`src/rtl/ctrl_isa_pkg.sv`:
```
package ctrl_isa_pkg;

    // opcodes understood by the pe array
    typedef enum logic [2:0] {
        OP_LOAD_IFMAP = 3'd1,
        OP_LOAD_WGHT  = 3'd2,
        OP_CONV       = 3'd3
    } opcode_t;

    // layer sequencer states
    // *_INST holds an opcode on the channel until accepted
    // *_LOAD and DRAIN wait for the matching done strobe
    typedef enum logic [2:0] {
        IDLE,
        IFMAP_INST,
        IFMAP_LOAD,
        WGHT_INST,
        WGHT_LOAD,
        CONV_INST,
        DRAIN,
        DONE
    } seq_state_t;

endpackage

```
`src/rtl/array_cfg_pkg.sv`:
```
package array_cfg_pkg;

    // pe array shape
    localparam int NUM_ROWS = 3;
    localparam int NUM_COLS = 3;
    localparam int NUM_PE   = NUM_ROWS * NUM_COLS;

    // data path
    localparam int DATA_W = 32;

    // global buffer, one bank per data type
    localparam int GLB_DEPTH  = 512;
    localparam int GLB_ADDR_W = $clog2(GLB_DEPTH);

    // packets carry the word index above the data
    localparam int TAG_W = 8;
    localparam int PKT_W = TAG_W + DATA_W;

    // bank select codes
    localparam int          BANK_W     = 2;
    localparam logic [1:0]  BANK_IDLE  = 2'd0;
    localparam logic [1:0]  BANK_IFMAP = 2'd1;
    localparam logic [1:0]  BANK_WGHT  = 2'd2;
    localparam logic [1:0]  BANK_PSUM  = 2'd3;

    // layer field widths
    localparam int LEN_W  = 8;
    localparam int ITER_W = 5;
    localparam int P_W    = 5;

endpackage
```
`src/rtl/cluster_ctrl_top.sv`:
```
`timescale 1ns/1ps

module cluster_ctrl_top
    import array_cfg_pkg::*;
(
    input  logic                  i_clk,
    input  logic                  i_rst,
    input  logic                  i_start,
    input  logic [ITER_W-1:0]     i_layer_e,
    input  logic [P_W-1:0]        i_layer_p,
    input  logic [LEN_W-1:0]      i_ifmap_len,
    input  logic [LEN_W-1:0]      i_wght_len,
    output logic [2:0]            o_inst_data,
    output logic                  o_inst_valid,
    input  logic                  i_inst_ready,
    output logic [PKT_W-1:0]      o_ifmap_packet,
    output logic                  o_ifmap_valid,
    output logic [PKT_W-1:0]      o_wght_packet,
    output logic                  o_wght_valid,
    output logic                  o_psum_out_ready,
    input  logic                  i_psum_out_valid,
    input  logic [DATA_W-1:0]     i_psum_out_data,
    output logic [DATA_W-1:0]     o_psum_out_data,
    input  logic [DATA_W-1:0]     i_glb_rd,
    output logic                  o_glb_en,
    output logic                  o_glb_we,
    output logic [GLB_ADDR_W-1:0] o_glb_addr,
    output logic [BANK_W-1:0]     o_glb_bank_sel,
    output logic                  o_done
);

    logic                  ifmap_start;
    logic [GLB_ADDR_W-1:0] ifmap_base;
    logic [LEN_W-1:0]      ifmap_len;
    logic                  wght_start;
    logic [LEN_W-1:0]      wght_len;
    logic                  drain_start;
    logic [GLB_ADDR_W-1:0] drain_base;
    logic [LEN_W-1:0]      drain_count;

    logic                  ifmap_rd_en;
    logic [GLB_ADDR_W-1:0] ifmap_addr;
    logic                  ifmap_pkt_valid;
    logic [TAG_W-1:0]      ifmap_tag;
    logic                  ifmap_done;

    logic                  wght_rd_en;
    logic [GLB_ADDR_W-1:0] wght_addr;
    logic                  wght_pkt_valid;
    logic [TAG_W-1:0]      wght_tag;
    logic                  wght_done;

    logic                  psum_wr_en;
    logic [GLB_ADDR_W-1:0] psum_addr;
    logic                  drain_done;

    layer_seq_fsm u_seq_fsm (
        .i_clk         (i_clk),
        .i_rst         (i_rst),
        .i_start       (i_start),
        .i_layer_e     (i_layer_e),
        .i_layer_p     (i_layer_p),
        .i_ifmap_len   (i_ifmap_len),
        .i_wght_len    (i_wght_len),
        .i_inst_ready  (i_inst_ready),
        .i_ifmap_done  (ifmap_done),
        .i_wght_done   (wght_done),
        .i_drain_done  (drain_done),
        .o_inst_data   (o_inst_data),
        .o_inst_valid  (o_inst_valid),
        .o_ifmap_start (ifmap_start),
        .o_ifmap_base  (ifmap_base),
        .o_ifmap_len   (ifmap_len),
        .o_wght_start  (wght_start),
        .o_wght_len    (wght_len),
        .o_drain_start (drain_start),
        .o_drain_base  (drain_base),
        .o_drain_count (drain_count),
        .o_done        (o_done)
    );

    glb_read_streamer u_ifmap_stream (
        .i_clk       (i_clk),
        .i_rst       (i_rst),
        .i_start     (ifmap_start),
        .i_base      (ifmap_base),
        .i_len       (ifmap_len),
        .o_rd_en     (ifmap_rd_en),
        .o_rd_addr   (ifmap_addr),
        .o_pkt_valid (ifmap_pkt_valid),
        .o_tag       (ifmap_tag),
        .o_done      (ifmap_done)
    );

    // weights always start at bank address 0
    glb_read_streamer u_wght_stream (
        .i_clk       (i_clk),
        .i_rst       (i_rst),
        .i_start     (wght_start),
        .i_base      ('0),
        .i_len       (wght_len),
        .o_rd_en     (wght_rd_en),
        .o_rd_addr   (wght_addr),
        .o_pkt_valid (wght_pkt_valid),
        .o_tag       (wght_tag),
        .o_done      (wght_done)
    );

    psum_drain_ctrl u_psum_drain (
        .i_clk            (i_clk),
        .i_rst            (i_rst),
        .i_start          (drain_start),
        .i_base           (drain_base),
        .i_count          (drain_count),
        .i_psum_out_valid (i_psum_out_valid),
        .i_psum_out_data  (i_psum_out_data),
        .o_psum_out_ready (o_psum_out_ready),
        .o_wr_en          (psum_wr_en),
        .o_wr_addr        (psum_addr),
        .o_wr_data        (o_psum_out_data),
        .o_done           (drain_done)
    );

    glb_port_ctrl u_glb_port (
        .i_ifmap_rd_en     (ifmap_rd_en),
        .i_ifmap_addr      (ifmap_addr),
        .i_ifmap_pkt_valid (ifmap_pkt_valid),
        .i_ifmap_tag       (ifmap_tag),
        .i_wght_rd_en      (wght_rd_en),
        .i_wght_addr       (wght_addr),
        .i_wght_pkt_valid  (wght_pkt_valid),
        .i_wght_tag        (wght_tag),
        .i_psum_wr_en      (psum_wr_en),
        .i_psum_addr       (psum_addr),
        .i_glb_rd          (i_glb_rd),
        .o_glb_en          (o_glb_en),
        .o_glb_we          (o_glb_we),
        .o_glb_addr        (o_glb_addr),
        .o_glb_bank_sel    (o_glb_bank_sel),
        .o_ifmap_packet    (o_ifmap_packet),
        .o_ifmap_valid     (o_ifmap_valid),
        .o_wght_packet     (o_wght_packet),
        .o_wght_valid      (o_wght_valid)
    );

endmodule

```
`src/rtl/glb_port_ctrl.sv`:
```
`timescale 1ns/1ps

module glb_port_ctrl
    import array_cfg_pkg::*;
(
    input  logic                  i_ifmap_rd_en,
    input  logic [GLB_ADDR_W-1:0] i_ifmap_addr,
    input  logic                  i_ifmap_pkt_valid,
    input  logic [TAG_W-1:0]      i_ifmap_tag,
    input  logic                  i_wght_rd_en,
    input  logic [GLB_ADDR_W-1:0] i_wght_addr,
    input  logic                  i_wght_pkt_valid,
    input  logic [TAG_W-1:0]      i_wght_tag,
    input  logic                  i_psum_wr_en,
    input  logic [GLB_ADDR_W-1:0] i_psum_addr,
    input  logic [DATA_W-1:0]     i_glb_rd,
    output logic                  o_glb_en,
    output logic                  o_glb_we,
    output logic [GLB_ADDR_W-1:0] o_glb_addr,
    output logic [BANK_W-1:0]     o_glb_bank_sel,
    output logic [PKT_W-1:0]      o_ifmap_packet,
    output logic                  o_ifmap_valid,
    output logic [PKT_W-1:0]      o_wght_packet,
    output logic                  o_wght_valid
);

    // the sequencer never runs two clients at once
    always_comb begin
        o_glb_en       = 1'b0;
        o_glb_we       = 1'b0;
        o_glb_addr     = '0;
        o_glb_bank_sel = BANK_IDLE;
        if (i_psum_wr_en) begin
            o_glb_en       = 1'b1;
            o_glb_we       = 1'b1;
            o_glb_addr     = i_psum_addr;
            o_glb_bank_sel = BANK_PSUM;
        end else if (i_ifmap_rd_en) begin
            o_glb_en       = 1'b1;
            o_glb_addr     = i_ifmap_addr;
            o_glb_bank_sel = BANK_IFMAP;
        end else if (i_wght_rd_en) begin
            o_glb_en       = 1'b1;
            o_glb_addr     = i_wght_addr;
            o_glb_bank_sel = BANK_WGHT;
        end
    end

    // tag above data, zero between packets
    assign o_ifmap_packet = i_ifmap_pkt_valid ? {i_ifmap_tag, i_glb_rd} : '0;
    assign o_ifmap_valid  = i_ifmap_pkt_valid;
    assign o_wght_packet  = i_wght_pkt_valid ? {i_wght_tag, i_glb_rd} : '0;
    assign o_wght_valid   = i_wght_pkt_valid;

endmodule

```
`src/rtl/psum_drain_ctrl.sv`:
```
`timescale 1ns/1ps

module psum_drain_ctrl
    import array_cfg_pkg::*;
(
    input  logic                  i_clk,
    input  logic                  i_rst,
    input  logic                  i_start,
    input  logic [GLB_ADDR_W-1:0] i_base,
    input  logic [LEN_W-1:0]      i_count,
    input  logic                  i_psum_out_valid,
    input  logic [DATA_W-1:0]     i_psum_out_data,
    output logic                  o_psum_out_ready,
    output logic                  o_wr_en,
    output logic [GLB_ADDR_W-1:0] o_wr_addr,
    output logic [DATA_W-1:0]     o_wr_data,
    output logic                  o_done
);

    logic [LEN_W-1:0]      acc_cnt;
    logic [GLB_ADDR_W-1:0] next_addr;
    logic                  accept;
    logic                  last_word;

    assign accept    = o_psum_out_ready && i_psum_out_valid;
    assign last_word = (acc_cnt == i_count - LEN_W'(1));

    always_ff @(posedge i_clk) begin
        if (i_rst) begin
            o_psum_out_ready <= 1'b0;
            o_wr_en          <= 1'b0;
            o_done           <= 1'b0;
            acc_cnt          <= '0;
        end else begin
            o_wr_en <= accept;
            // done rides with the final write
            o_done  <= accept && last_word;
            if (i_start) begin
                o_psum_out_ready <= 1'b1;
                acc_cnt          <= '0;
            end else if (accept) begin
                acc_cnt <= acc_cnt + LEN_W'(1);
                if (last_word) begin
                    o_psum_out_ready <= 1'b0;
                end
            end
        end
    end

    // write address and data registered with each accepted word
    always_ff @(posedge i_clk) begin
        if (i_start) begin
            next_addr <= i_base;
        end else if (accept) begin
            next_addr <= next_addr + GLB_ADDR_W'(1);
        end
        if (accept) begin
            o_wr_addr <= next_addr;
            o_wr_data <= i_psum_out_data;
        end
    end

endmodule

```
`src/rtl/glb_read_streamer.sv`:
```
`timescale 1ns/1ps

module glb_read_streamer
    import array_cfg_pkg::*;
(
    input  logic                  i_clk,
    input  logic                  i_rst,
    input  logic                  i_start,
    input  logic [GLB_ADDR_W-1:0] i_base,
    input  logic [LEN_W-1:0]      i_len,
    output logic                  o_rd_en,
    output logic [GLB_ADDR_W-1:0] o_rd_addr,
    output logic                  o_pkt_valid,
    output logic [TAG_W-1:0]      o_tag,
    output logic                  o_done
);

    logic [LEN_W-1:0] word_cnt;
    logic             last_word;

    assign last_word = (word_cnt == i_len - LEN_W'(1));

    always_ff @(posedge i_clk) begin
        if (i_rst) begin
            o_rd_en     <= 1'b0;
            o_pkt_valid <= 1'b0;
            o_done      <= 1'b0;
            word_cnt    <= '0;
        end else begin
            // read data shows up one cycle after the address
            o_pkt_valid <= o_rd_en;
            o_done      <= o_rd_en && last_word;
            if (i_start) begin
                o_rd_en  <= 1'b1;
                word_cnt <= '0;
            end else if (o_rd_en) begin
                if (last_word) begin
                    o_rd_en <= 1'b0;
                end else begin
                    word_cnt <= word_cnt + LEN_W'(1);
                end
            end
        end
    end

    always_ff @(posedge i_clk) begin
        if (i_start) begin
            o_rd_addr <= i_base;
        end else if (o_rd_en) begin
            o_rd_addr <= o_rd_addr + GLB_ADDR_W'(1);
        end
        o_tag <= TAG_W'(word_cnt);
    end

endmodule

```
`src/rtl/layer_seq_fsm.sv`:
```
`timescale 1ns/1ps

module layer_seq_fsm
    import array_cfg_pkg::*;
    import ctrl_isa_pkg::*;
(
    input  logic                  i_clk,
    input  logic                  i_rst,
    input  logic                  i_start,
    input  logic [ITER_W-1:0]     i_layer_e,
    input  logic [P_W-1:0]        i_layer_p,
    input  logic [LEN_W-1:0]      i_ifmap_len,
    input  logic [LEN_W-1:0]      i_wght_len,
    input  logic                  i_inst_ready,
    input  logic                  i_ifmap_done,
    input  logic                  i_wght_done,
    input  logic                  i_drain_done,
    output opcode_t               o_inst_data,
    output logic                  o_inst_valid,
    output logic                  o_ifmap_start,
    output logic [GLB_ADDR_W-1:0] o_ifmap_base,
    output logic [LEN_W-1:0]      o_ifmap_len,
    output logic                  o_wght_start,
    output logic [LEN_W-1:0]      o_wght_len,
    output logic                  o_drain_start,
    output logic [GLB_ADDR_W-1:0] o_drain_base,
    output logic [LEN_W-1:0]      o_drain_count,
    output logic                  o_done
);

    seq_state_t        state;
    logic [ITER_W-1:0] layer_e_q;
    logic [P_W-1:0]    layer_p_q;
    logic [LEN_W-1:0]  ifmap_len_q;
    logic [LEN_W-1:0]  wght_len_q;
    logic [ITER_W-1:0] iter_q;
    logic              inst_fire;
    logic              last_iter;

    assign inst_fire = o_inst_valid && i_inst_ready;
    assign last_iter = (iter_q == layer_e_q - ITER_W'(1));

    always_ff @(posedge i_clk) begin
        if (i_rst) begin
            state         <= IDLE;
            o_inst_data   <= OP_LOAD_IFMAP;
            o_inst_valid  <= 1'b0;
            o_ifmap_start <= 1'b0;
            o_wght_start  <= 1'b0;
            o_drain_start <= 1'b0;
            iter_q        <= '0;
        end else begin
            // start strobes last one cycle
            o_ifmap_start <= 1'b0;
            o_wght_start  <= 1'b0;
            o_drain_start <= 1'b0;

            case (state)
                IDLE: begin
                    if (i_start) begin
                        iter_q       <= '0;
                        o_inst_data  <= OP_LOAD_IFMAP;
                        o_inst_valid <= 1'b1;
                        state        <= IFMAP_INST;
                    end
                end
                IFMAP_INST: begin
                    if (inst_fire) begin
                        o_inst_valid  <= 1'b0;
                        o_ifmap_start <= 1'b1;
                        state         <= IFMAP_LOAD;
                    end
                end
                IFMAP_LOAD: begin
                    if (i_ifmap_done) begin
                        o_inst_valid <= 1'b1;
                        // weights stay resident after the first iteration
                        if (iter_q == '0) begin
                            o_inst_data <= OP_LOAD_WGHT;
                            state       <= WGHT_INST;
                        end else begin
                            o_inst_data <= OP_CONV;
                            state       <= CONV_INST;
                        end
                    end
                end
                WGHT_INST: begin
                    if (inst_fire) begin
                        o_inst_valid <= 1'b0;
                        o_wght_start <= 1'b1;
                        state        <= WGHT_LOAD;
                    end
                end
                WGHT_LOAD: begin
                    if (i_wght_done) begin
                        o_inst_data  <= OP_CONV;
                        o_inst_valid <= 1'b1;
                        state        <= CONV_INST;
                    end
                end
                CONV_INST: begin
                    if (inst_fire) begin
                        o_inst_valid  <= 1'b0;
                        o_drain_start <= 1'b1;
                        state         <= DRAIN;
                    end
                end
                DRAIN: begin
                    if (i_drain_done) begin
                        if (last_iter) begin
                            state <= DONE;
                        end else begin
                            iter_q       <= iter_q + ITER_W'(1);
                            o_inst_data  <= OP_LOAD_IFMAP;
                            o_inst_valid <= 1'b1;
                            state        <= IFMAP_INST;
                        end
                    end
                end
                DONE: begin
                    state <= IDLE;
                end
                default: begin
                    state <= IDLE;
                end
            endcase
        end
    end

    // layer fields, held for the whole pass
    always_ff @(posedge i_clk) begin
        if (state == IDLE && i_start) begin
            layer_e_q   <= i_layer_e;
            layer_p_q   <= i_layer_p;
            ifmap_len_q <= i_ifmap_len;
            wght_len_q  <= i_wght_len;
        end
    end

    assign o_ifmap_len   = ifmap_len_q;
    assign o_wght_len    = wght_len_q;
    assign o_ifmap_base  = GLB_ADDR_W'(iter_q) * GLB_ADDR_W'(ifmap_len_q);
    // one psum per pe per output column
    assign o_drain_count = LEN_W'(NUM_PE) * LEN_W'(layer_p_q);
    assign o_drain_base  = GLB_ADDR_W'(iter_q) * GLB_ADDR_W'(o_drain_count);
    assign o_done        = (state == DONE);

endmodule

```
`config.mk`:
```
export PLATFORM = sky130hd
export DESIGN_NAME = cluster_ctrl_top
export DESIGN_NICKNAME = d
export VERILOG_FILES = /design/src/rtl/ctrl_isa_pkg.sv /design/src/rtl/array_cfg_pkg.sv /design/src/rtl/cluster_ctrl_top.sv /design/src/rtl/glb_port_ctrl.sv /design/src/rtl/psum_drain_ctrl.sv /design/src/rtl/glb_read_streamer.sv /design/src/rtl/layer_seq_fsm.sv
export SDC_FILE = /design/constraint.sdc
export NUM_CORES = 1
export LEC_CHECK = 0
export BUFFER_PORTS_ARGS = -buffer_cell sky130_fd_sc_hd__buf_2
export CAP_MARGIN = 30
export CORE_ASPECT_RATIO = 1.25
export CORE_MARGIN = 5
export CORE_UTILIZATION = 45
export DETAILED_ROUTE_END_ITERATION = 6
export MAX_ROUTING_LAYER = met4
export PLACE_DENSITY_LB_ADDON = 0.05
export SLEW_MARGIN = 20
export SYNTH_ARGS = -nofsm -noshare
export SYNTH_HDL_FRONTEND = slang
export SYNTH_SLANG_ARGS = --single-unit
```
`constraint.sdc`:
```
create_clock -name i_clk -period 7.7 [get_ports i_clk]
set_clock_uncertainty 0.15 [all_clocks]
set_input_delay 0.77 -clock i_clk [delete_from_list [all_inputs] [get_ports i_clk]]
set_output_delay 0.77 -clock i_clk [all_outputs]
set_load 0.01 [all_outputs]
```
==> impl_metrics.yaml, run 1 <==
status:
  status: "complete, no violations"
routing:
  finalWirelength_um: 23500
  drtIter0Drc: 317
  via_per_inst: 5.03
  remaining_drc_errors: 0
  vias: 7108
  drt-wirelength-per-cell_um: 16.6
  final_antenna_net_count: 0
  dr.pass1.iters: 5
worst_setup_path:
  path_buf_inv: 1
  crit_top_cell: "fa_1"
  slowest_stage: "fa_1"
  cp_cell_sequence: "ha_1 > ha_1 > fa_1 > nand2_1 > fa_1 > inv_1 > fa_1 > fa_1 > xnor2_1 > xnor2_1 > xnor2_1 > xnor3_1 > a21oi_1"
  cp.arrival_ns: 4.74
  cp-start-kind: "flip-flop"
  cp.required_ns: 7.82
  worstPathMaxFanout: 6
  cp_top_family: "adder cells"
  cp-end-kind: "flip-flop"
  critPathKind: "flip-flop to flip-flop"
  slowest_delay_ns: 0.63
synth:
  yosys_warnings: 0
  synth_cells: 918
  yosysUniqueCellTypes: 64
  ys_ff_latch: 157
  ys_seq_area_share_pct: 44.0
  async_flop_share_pct: 0
  avgSynthCellArea_um2: 9.88
  ys.flop_type: "edfxtp_1"
  synth.cell_area_um2: 9070
  synth-edff-count: 85
  synthesis.nets: 1080
sta:
  setup_viol: 0
  period_share_pct: 60.0
  tns_ns: 0
  setup_slack_ns: 3.08
  slew_violations: 0
  max_freq_mhz: 217
  slew_headroom_pct: 52.3
  rsz0062_at_grt: "false"
  fin_crit_ns: 4.62
  worst_slew_pin_slew_ns: 0.714
  whs_ns: 0.266
  hold_violations: 0
power:
  switchingPower_mw: 0.496
  leakagePower_nw: 4.92
  pwr-share-clk_pct: 43.3
  p_sw_share_pct: 25.1
  finalPower_mw: 1.98
  power_density_nw_per_um2: 179
  ir_drop_uv: 129
  internal-power_mw: 1.48
  pwr-share-seq_pct: 48.2
  combinationalPowerShare_pct: 8.6
cells_and_area:
  drive_above_1_share_pct: 24.3
  fin_cells: 1412
  postLayoutCellArea_um2: 11000
  layout.nets: 1289
  final_util_pct: 55.4
  syn2layout_area_growth_pct: 21.7
clock_tree:
  post-cts-setup-buffer-count: 0
  insertion_delay_ns: 0.42
  cts_inserted_buffers: 17
  cts_tree: "yes"
  clock_path_buffers: 2
  root_buffer: "clkbuf_16"
  cts_resized: 0
  clock-sinks: 157
  h-tree-depth: 4
  path_clk_slew_ns: 0.07
  hold_buffers: 0
floorplanning:
  coreArea_um2: 20000
  die_width_um: 137
  initial_utilization_pct: 45.5
  io_pins: 228
  dieArea_um2: 23100
  die-height_um: 169
  rows: 58
placement:
  dp.cells: 1376
  placed_area_um2: 10400
  gp_congestion: 0.885
  hpwl_um: 18100
  dpl_worst_slack_ns: 3.10
  portBuffers: 226
job:
  maxCapViolations: 0
grt:
  grt_pass1_wl_um: 36700
  track_usage_pct: 20.9
  antenna_found_initial: 2
  grt_pass1_vias: 7071
  grt_max_degree: 42
  grt_overflow: 0
min_path:
  min_path_type: "flip-flop to flip-flop"
==> placed cells by master (no fill, tap or decap), drive strengths merged, types with 3 or more instances in the layout <==
master | netlist | routed
a21boi | 6 | 6
a21o | 8 | 8
a21oi | 45 | 45
a31oi | 4 | 4
and2 | 105 | 105
and3 | 14 | 14
and4 | 3 | 3
buf | 6 | 232
clkbuf | 36 | 17
clkinv | 2 | 5
dfxtp | 72 | 72
edfxtp | 85 | 85
fa | 29 | 29
ha | 38 | 38
inv | 60 | 68
mux2i | 11 | 11
nand2 | 83 | 83
nand2b | 4 | 4
nand3 | 23 | 23
nand3b | 4 | 4
nand4 | 8 | 8
nor2 | 64 | 64
nor3 | 9 | 9
nor4 | 6 | 6
nor4b | 5 | 5
o21ai | 35 | 35
o21bai | 5 | 5
o31ai | 4 | 4
or2 | 4 | 4
or3 | 22 | 22
xnor2 | 43 | 43
xor2 | 42 | 42
==> sequential cells by signal, summed over array words and instances (netlist names), 8 cells and up <==
signal                    flops
u_ifmap_stream.o_rd_addr      9
u_psum_drain.acc_cnt          8
u_seq_fsm.o_ifmap_len         8
u_psum_drain.o_wr_data       32
u_seq_fsm.o_wght_len          8
u_psum_drain.o_wr_addr        9
u_ifmap_stream.word_cnt       8
u_wght_stream.o_rd_addr       9
u_ifmap_stream.o_tag          8
u_wght_stream.word_cnt        8
u_wght_stream.o_tag           8
u_psum_drain.next_addr        9
==> worst paths after layout <==
kind,startpoint,end,slack [ns],depth (start not counted)
worst min register to register,u_wght_stream.word_cnt[4],u_wght_stream.o_tag[4],0.27,0
worst min-delay path,u_wght_stream.word_cnt[4],u_wght_stream.o_tag[4],0.27,0
worst max-delay path,u_seq_fsm.layer_p_q[1],u_psum_drain.next_addr[8],3.08,13
worst max register to register,u_seq_fsm.layer_p_q[1],u_psum_drain.next_addr[8],3.08,13
==> synthesized netlist by cell type (3+ instances only) <==
cell      number  area share [%]
clkbuf_1      36             1.5
ha_1          38             5.2
dfxtp_1       72              16
o21ai_0       27             1.5
fa_1          29             6.4
nand4_1        8            0.55
and4_1         3            0.29
nor4_1         6            0.41
and2_1       105             7.2
o21bai_1       5            0.41
xor2_1        42             4.1
o31ai_1        3            0.25
inv_1         60             2.5
nand2b_1       4            0.28
edfxtp_1      85              28
or3_1         21             1.4
nor2_1        64             2.6
nor3_1         9            0.50
mux2i_1       11             1.2
a21oi_1       45             2.5
and3_1        14            0.97
a21boi_1       4            0.33
nand2_1       83             3.4
buf_1          3            0.12
o21ai_1        8            0.44
a31oi_1        4            0.28
nor4b_1        5            0.48
nand3b_1       4            0.33
xnor2_1       43             4.2
or2_2          4            0.28
a21o_1         8            0.66
nand3_1       22             1.2
==> cell type report <==
| class | instances | area, um^2 |
|---|---|---|
| Fill cell | 1818 | 8910 |
| Multi-Input combinational cell | 657 | 4680 |
| Sequential cell | 157 | 3990 |
| Timing Repair Buffer | 232 | 1190 |
| Clock buffer | 17 | 425 |
| Tap cell | 270 | 338 |
| Inverter | 62 | 233 |
| Clock inverter | 15 | 178 |
| Antenna cell | 2 | 5.00 |
==> power by group through the flow <==
stage / clock network [mW] / registers [mW] / logic, mW
after floorplan: 0 / 0.955 / 0.119
after global placement: 0 / 0.972 / 0.165
after detailed placement: 0 / 0.972 / 0.169
after CTS: 0.881 / 0.953 / 0.170
after global routing: 0.922 / 0.958 / 0.189
final: 0.855 / 0.953 / 0.169
==> per-layer routing <==
layer | GRT usage, % | part of all wire (%) | vias to the layer above
met5 | - | 0 | -
met2 | 35.6 | 50 | 203
li1 | - | - | 3540
met1 | 22.3 | 39 | 3322
met3 | 7.19 | 8.9 | 43
met4 | 7.86 | 2.5 | 0
==> cells by family after synthesis <==
logic type | share of synthesized area [%]
XOR/XNOR | 8.45
multiplexers | 1.71
other | 0.0413
AO/OA/AOI/OAI | 8.40
buffers and inverters | 4.44
flip-flops | 44.0
adder cells (fa/ha/maj) | 11.6
AND/OR/NAND/NOR | 21.3
Note: power is estimated with default switching activity, not from simulation.
==> run 2: changes to the inputs <==
Clock period 7.7 ns to 4.4 ns, I/O delays scaled along.
==> run 2 against run 1 <==
Compared with the run above: utilization grew 0.52 points; wire length down 2.0%; combinational power increased by 92%; global-route usage shrank 0.26 points; maximum frequency rose by 7.6%; final area is 0.94% higher; die area unchanged; sequential power up 74%; critical path depth decreased by 1; setup slack worse by 3.0 ns; highest routed layer unchanged.
==> impl_metrics.yaml, run 2 (synthesis gave the netlist of run 1 again) <==
worst_setup_path:
  timing.rr.end: "u_psum_drain.next_addr[8]"
  slowest_stage: "fa_1"
  cp_cell_sequence: "ha_1 > ha_2 > fa_1 > nand2_1 > fa_1 > inv_1 > fa_1 > fa_1 > ha_4 > a21oi_1 > xnor3_1 > a21oi_2"
  cp.arrival_ns: 4.42
  ff2ff_setup_slack_ns: 0.11
  reg2reg_from: "u_seq_fsm.layer_p_q[4]"
  cp-start-kind: "flip-flop"
  cp.required_ns: 4.53
  crit_top_cell: "fa_1"
  path_buf_inv: 1
  cp-end-kind: "flip-flop"
  worstPathMaxFanout: 2
  cp_top_family: "adder cells"
  critPathKind: "flip-flop to flip-flop"
  reg2regPathDepth: 12
  slowest_delay_ns: 0.53
cells_and_area:
  drive_above_1_share_pct: 25.7
  final_common_cell: "buf_2"
  layout.nets: 1302
  final_cell_mix: "226 x buf_2, 105 x and2_1, 85 x edfxtp_1, 83 x nand2_1, 72 x dfxtp_1"
  largest_reg_flops: 32
  top_register: "u_psum_drain.o_wr_data"
  syn2layout_area_growth_pct: 22.9
  antennaDiodeCount: 0
placement:
  hpwl_um: 17800
  dpl_worst_slack_ns: 0.0206
  gp_congestion: 0.863
  portBuffers: 226
sta:
  fin_crit_ns: 4.29
  period_share_pct: 97.5
  worst_slew_pin_slew_ns: 0.703
  setup_viol: 0
  setup_slack_ns: 0.108
  whs_ns: 0.0392
  tns_ns: 0
  hold_violations: 0
  max_freq_mhz: 233
  slew_violations: 0
  slew_headroom_pct: 53.1
grt:
  track_usage_pct: 20.7
  grt_pass1_vias: 6999
  grt_max_degree: 47
  grt_overflow: 0
  antenna_found_initial: 0
  grt_pass1_wl_um: 36500
clock_tree:
  hold_buffers: 0
  h-tree-depth: 4
  path_clk_slew_ns: 0.07
  clock-sinks: 157
  clock_path_buffers: 2
  cts_inserted_buffers: 17
  root_buffer: "clkbuf_16"
  cts_tree: "yes"
  insertion_delay_ns: 0.42
power:
  finalPower_mw: 3.39
  ir_drop_uv: 216
  leakagePower_nw: 4.95
  power_density_nw_per_um2: 304
routing:
  dr.pass1.iters: 4
  via_per_inst: 4.98
  drt-wirelength-per-cell_um: 16.1
  remaining_drc_errors: 0
  finalWirelength_um: 23000
  vias: 7088
  final_antenna_net_count: 0
  drtIter0Drc: 306
  top_layer: "met4"
  route.met2.wl_um: 11500
  wirelength_met1_um: 9170
  wl_met3_um: 1940
floorplanning:
  dieArea_um2: 23100
  coreArea_um2: 20000
  rows: 58
  die-height_um: 169
  initial_utilization_pct: 45.5
  io_pins: 228
  die_width_um: 137
min_path:
  min_path_type: "primary input to flip-flop"
  min_to: "u_psum_drain.o_wr_data[12]"
  holdPathStages: 1
  hp-start: "i_psum_out_data[12]"
job:
  maxCapViolations: 0
status:
  status: "complete, no violations"
==> run 2: cell types whose count changed in the layout (fill, tap and decap cells not counted), sizes merged <==
cell | previous run | this run
buf | 232 | 245
bufinv | 2 | 0
diode | 2 | 0
clkinv | 5 | 6
clkinvlp | 2 | 3
==> run 2: worst max-delay path by stage <==
stage,start,depth (start not counted),end,slack (ns)
after detailed placement,u_seq_fsm.layer_p_q[1],13,u_psum_drain.next_addr[8],0.02
after CTS,u_seq_fsm.layer_p_q[1],13,u_psum_drain.next_addr[8],0.02
after floorplan,u_seq_fsm.state[2],4,u_seq_fsm.iter_q[4],0.04
after global routing,u_seq_fsm.layer_p_q[3],13,u_psum_drain.next_addr[8],-0.01
final,u_seq_fsm.layer_p_q[4],12,u_psum_drain.next_addr[8],0.11
after global placement,u_seq_fsm.layer_p_q[4],13,u_psum_drain.next_addr[8],0.07
==> run 2: where the power goes <==
group | internal [mW] | leakage, nW | switching, mW
clock | 0.752 | 0.274 | 0.653
combinational | 0.152 | 3.32 | 0.174
sequential | 1.60 | 1.36 | 0.0626
total | 2.50 | 4.95 | 0.889
==> run 2: worst register-to-register path, cell delays in order (launching register included) <==
cell and delay (ns):
edfxtp_1 0.41, ha_1 0.32, ha_2 0.20, fa_1 0.51, nand2_1 0.08, fa_1 0.50
inv_1 0.05, fa_1 0.45, fa_1 0.53, ha_4 0.21, a21oi_1 0.15, xnor3_1 0.43
a21oi_2 0.14
==> run 2: area by class of cell <==
cell class	instances	area, um^2
sequential	157	3990
clock buffer	17	425
clock inverter	15	149
multi-input combinational	657	4730
tap	270	338
inverter	62	233
timing repair buffer	245	1280
fill	1786	8810
==> run 2: per-stage QoR <==
| stage | instance area [um^2] | util [%] | instances |
|---|---|---|---|
| CTS | 11100 | 55.5 | 1420 |
| global route | 11200 | 55.9 | 1423 |
| global placement | 10500 | 52.6 | 1388 |
| finish | 11200 | 55.9 | 1423 |
| floorplan | 9070 | - | 918 |
| detailed placement | 10500 | 52.6 | 1388 |
==> run 2: layer usage <==
layer	vias to the layer above	GRT usage (%)
met4	0	5.34
met5	-	-
met3	22	6.03
met1	3307	23.3
met2	199	35.7
li1	3560	-
==> run 2: what timing repair did <==
action	in CTS	in global routing
endpoints found under the setup margin	1	1
resized for setup	0	7
buffers inserted	0	1
pin swaps	1	6
==> run 3: changes to the inputs <==
Settings changed: CORE_ASPECT_RATIO 1.25 to 0.5, SYNTH_HIERARCHICAL set to 1.
Clock period 4.4 ns to 3.5 ns, I/O delays scaled along.
==> run 3 against run 2 <==
Compared with the run above: the run now ends with negative setup slack left; non-clock buffer count rose by 106; utilization rose by 4.9 points; combinational power rose by 68%; synthesized cell count rose by 6.2%; power rose by 31%.
==> impl_metrics.yaml, run 3 <==
clock_tree:
  clock_path_buffers: 2
  root_buffer: "clkbuf_16"
  h-tree-depth: 4
  path_clk_slew_ns: 0.07
  cts_tree: "yes"
  clock-sinks: 157
  cts_inserted_buffers: 17
  insertion_delay_ns: 0.44
min_path:
  hp-start: "i_inst_ready"
  min_path_type: "primary input to flip-flop"
cells_and_area:
  antennaDiodeCount: 0
  final_cell_mix: "226 x buf_2, 114 x and2_1, 106 x nand2_1, 94 x edfxtp_1, 61 x buf_4"
  final_common_cell: "buf_2"
  largest_reg_flops: 32
  multi_input_area_um2: 5650
  drive_above_1_share_pct: 31.0
  syn2layout_area_growth_pct: 32.9
  top_register: "u_psum_drain/o_wr_data"
  final_util_pct: 60.8
  fin_cells: 1620
  seqCellArea_um2: 4090
  fill_cells: 1800
  layout.nets: 1469
sta:
  period_share_pct: 121
  fin_crit_ns: 4.23
  tns_ns: -1.83
  slew_violations: 0
  worst_slew_pin_slew_ns: 0.916
  setup_viol: 5
  setup_slack_ns: -0.729
  max_freq_mhz: 236
  rsz0062_at_grt: "true"
  whs_ns: 0.155
  slew_headroom_pct: 38.8
  hold_violations: 0
routing:
  vias: 8033
  drtIter0Drc: 471
  final_antenna_net_count: 0
  drt-wirelength-per-cell_um: 15.5
  finalWirelength_um: 25100
  remaining_drc_errors: 0
  dr.pass1.iters: 7
  via_per_inst: 4.96
synth:
  ys_ff_latch: 157
  yosysTopAreaCell: "edfxtp_1"
  post-synth-top-count-cell: "and2_1"
  avgSynthCellArea_um2: 10.2
  yosysUniqueCellTypes: 79
  yosysTopAreaCellShare_pct: 28.5
  synth-edff-count: 94
  async_flop_share_pct: 0
  synth.cell_area_um2: 9900
  ys_seq_area_share_pct: 41.3
  synth.area.top_cells: "edfxtp_1 29%, dfxtp_1 13%, and2_1 7.6%"
  synth_cells: 975
  yosys_warnings: 6
  synth.top_cells.by_count: "120 x and2_1, 107 x nand2_1, 94 x edfxtp_1"
  ys.flop_type: "edfxtp_1"
worst_setup_path:
  reg2reg_from: "u_seq_fsm/layer_p_q[4]"
  slowest_delay_ns: 0.54
  cp-start-kind: "flip-flop"
  slowest_stage: "fa_2"
  cp.required_ns: 3.52
  cp-startpoint: "u_seq_fsm/layer_p_q[4]"
  cp.arrival_ns: 4.25
  cp_cell_sequence: "ha_4 > ha_4 > fa_2 > nand2_1 > fa_1 > inv_1 > fa_1 > fa_2 > xnor2_2 > xnor2_1 > xnor3_1 > xor2_1 > xnor2_1 > nand2_1 > o21ai_1"
  cp-end-kind: "flip-flop"
  critPathKind: "flip-flop to flip-flop"
  worstPathMaxFanout: 3
floorplanning:
  die-height_um: 115
  die_width_um: 220
  coreArea_um2: 21600
  rows: 38
  initial_utilization_pct: 45.8
  dieArea_um2: 25200
  io_pins: 228
status:
  status: "complete, but fails checks"
  violations: "negative setup slack"
grt:
  antenna_found_initial: 1
  grt_pass1_wl_um: 40300
  grt_pass1_vias: 8007
  grt_overflow: 0
  track_usage_pct: 20.5
  grt_max_degree: 45
power:
  ir_drop_uv: 333
  leakagePower_nw: 5.75
  finalPower_mw: 4.46
  power_density_nw_per_um2: 339
job:
  maxCapViolations: 0
placement:
  dp.cells: 1518
  gp_congestion: 0.852
  portBuffers: 226
  hpwl_um: 18700
run 3: cell types whose count changed in the layout (fill, tap and decap cells not counted), sizes merged, moves of 7 or more:
cell,change
dfxtp,-9
dlygate4sd3,+58
inv,-12
conb,+9
mux2i,+7
nand3b,+9
nor2b,+10
buf,+48
nor2,-29
and2,+16
edfxtp,+9
nand2b,+8
nand2,+28
run 3: metrics by stage:
stage | worst slack [ns] | instance area (um^2)
6_report | -0.729 | 13200
5_1_grt | -0.952 | 13200
4_1_cts | -0.765 | 13100
3_5_place_dp | -0.783 | 11800
3_3_place_gp | -0.716 | 11800
2_1_floorplan | -0.723 | 10100
run 3: kinds of logic (layout without fill, tap and decap cells):
kind of cell             count (synthesis)  after routing  share of synthesized area (%)
buffers and inverters                   95            432                           4.28
AO/OA/AOI/OAI                          152            152                           11.4
adder cells (fa/ha/maj)                 67             67                           10.7
flip-flops                             157            157                           41.3
other                                    2             10                         0.0759
AND/OR/NAND/NOR                        400            400                           22.3
multiplexers                            22             22                           2.43
XOR/XNOR                                80             80                           7.60
run 3: routing by layer:
layer | track usage (%) | routed length, um | vias to the layer above
met1 | 26.0 | 11700 | 3831
met3 | 4.97 | 1310 | 23
li1 | - | - | 4020
met5 | - | 0 | -
met4 | 4.94 | 265 | 0
met2 | 33.6 | 11800 | 159
run 3: power by group:
part	switching (mW)	internal, mW	total (mW)	leakage (nW)
logic	0.263	0.282	0.545	4.09
clock network	0.854	1.02	1.87	0.289
registers	0.0497	1.99	2.04	1.37
run 3: timing repair:
| action | 4_1_cts | 5_1_grt |
|---|---|---|
| hold buffers | 58 | 0 |
| pin swaps | 18 | 10 |
| endpoints found under the setup margin | 7 | 8 |
| buffers inserted | 8 | 3 |
| resized for setup | 15 | 16 |
| hold endpoints to repair | 58 | 0 |
run 3: cell type report:
class	count	share of cell area, %
Multi-Input combinational cell	731	43.0
Inverter	49	1.40
Sequential cell	157	31.1
Clock inverter	15	1.34
Clock buffer	17	3.23
Tap cell	300	2.85
Timing Repair Buffer	351	17.1
run 3: final timing paths:
| check | endpoint | slack, ns | cells past startpoint |
|---|---|---|---|
| min | u_seq_fsm/state[0] | 0.16 | 4 |
| max reg2reg | u_psum_drain/next_addr[8] | -0.73 | 15 |
| min reg2reg | u_wght_stream/o_tag[1] | 0.27 | 0 |
| max | u_psum_drain/next_addr[8] | -0.73 | 15 |
run 3: worst max-delay path, delay by kind of cell, from the launching register on:
family | cells | cell delay [ns]
xor+xnor | 5 | 0.87
simple gates | 2 | 0.12
buf+inv | 1 | 0.05
compound gates | 1 | 0.06
fa+ha+maj | 6 | 2.27
flops | 1 | 0.44
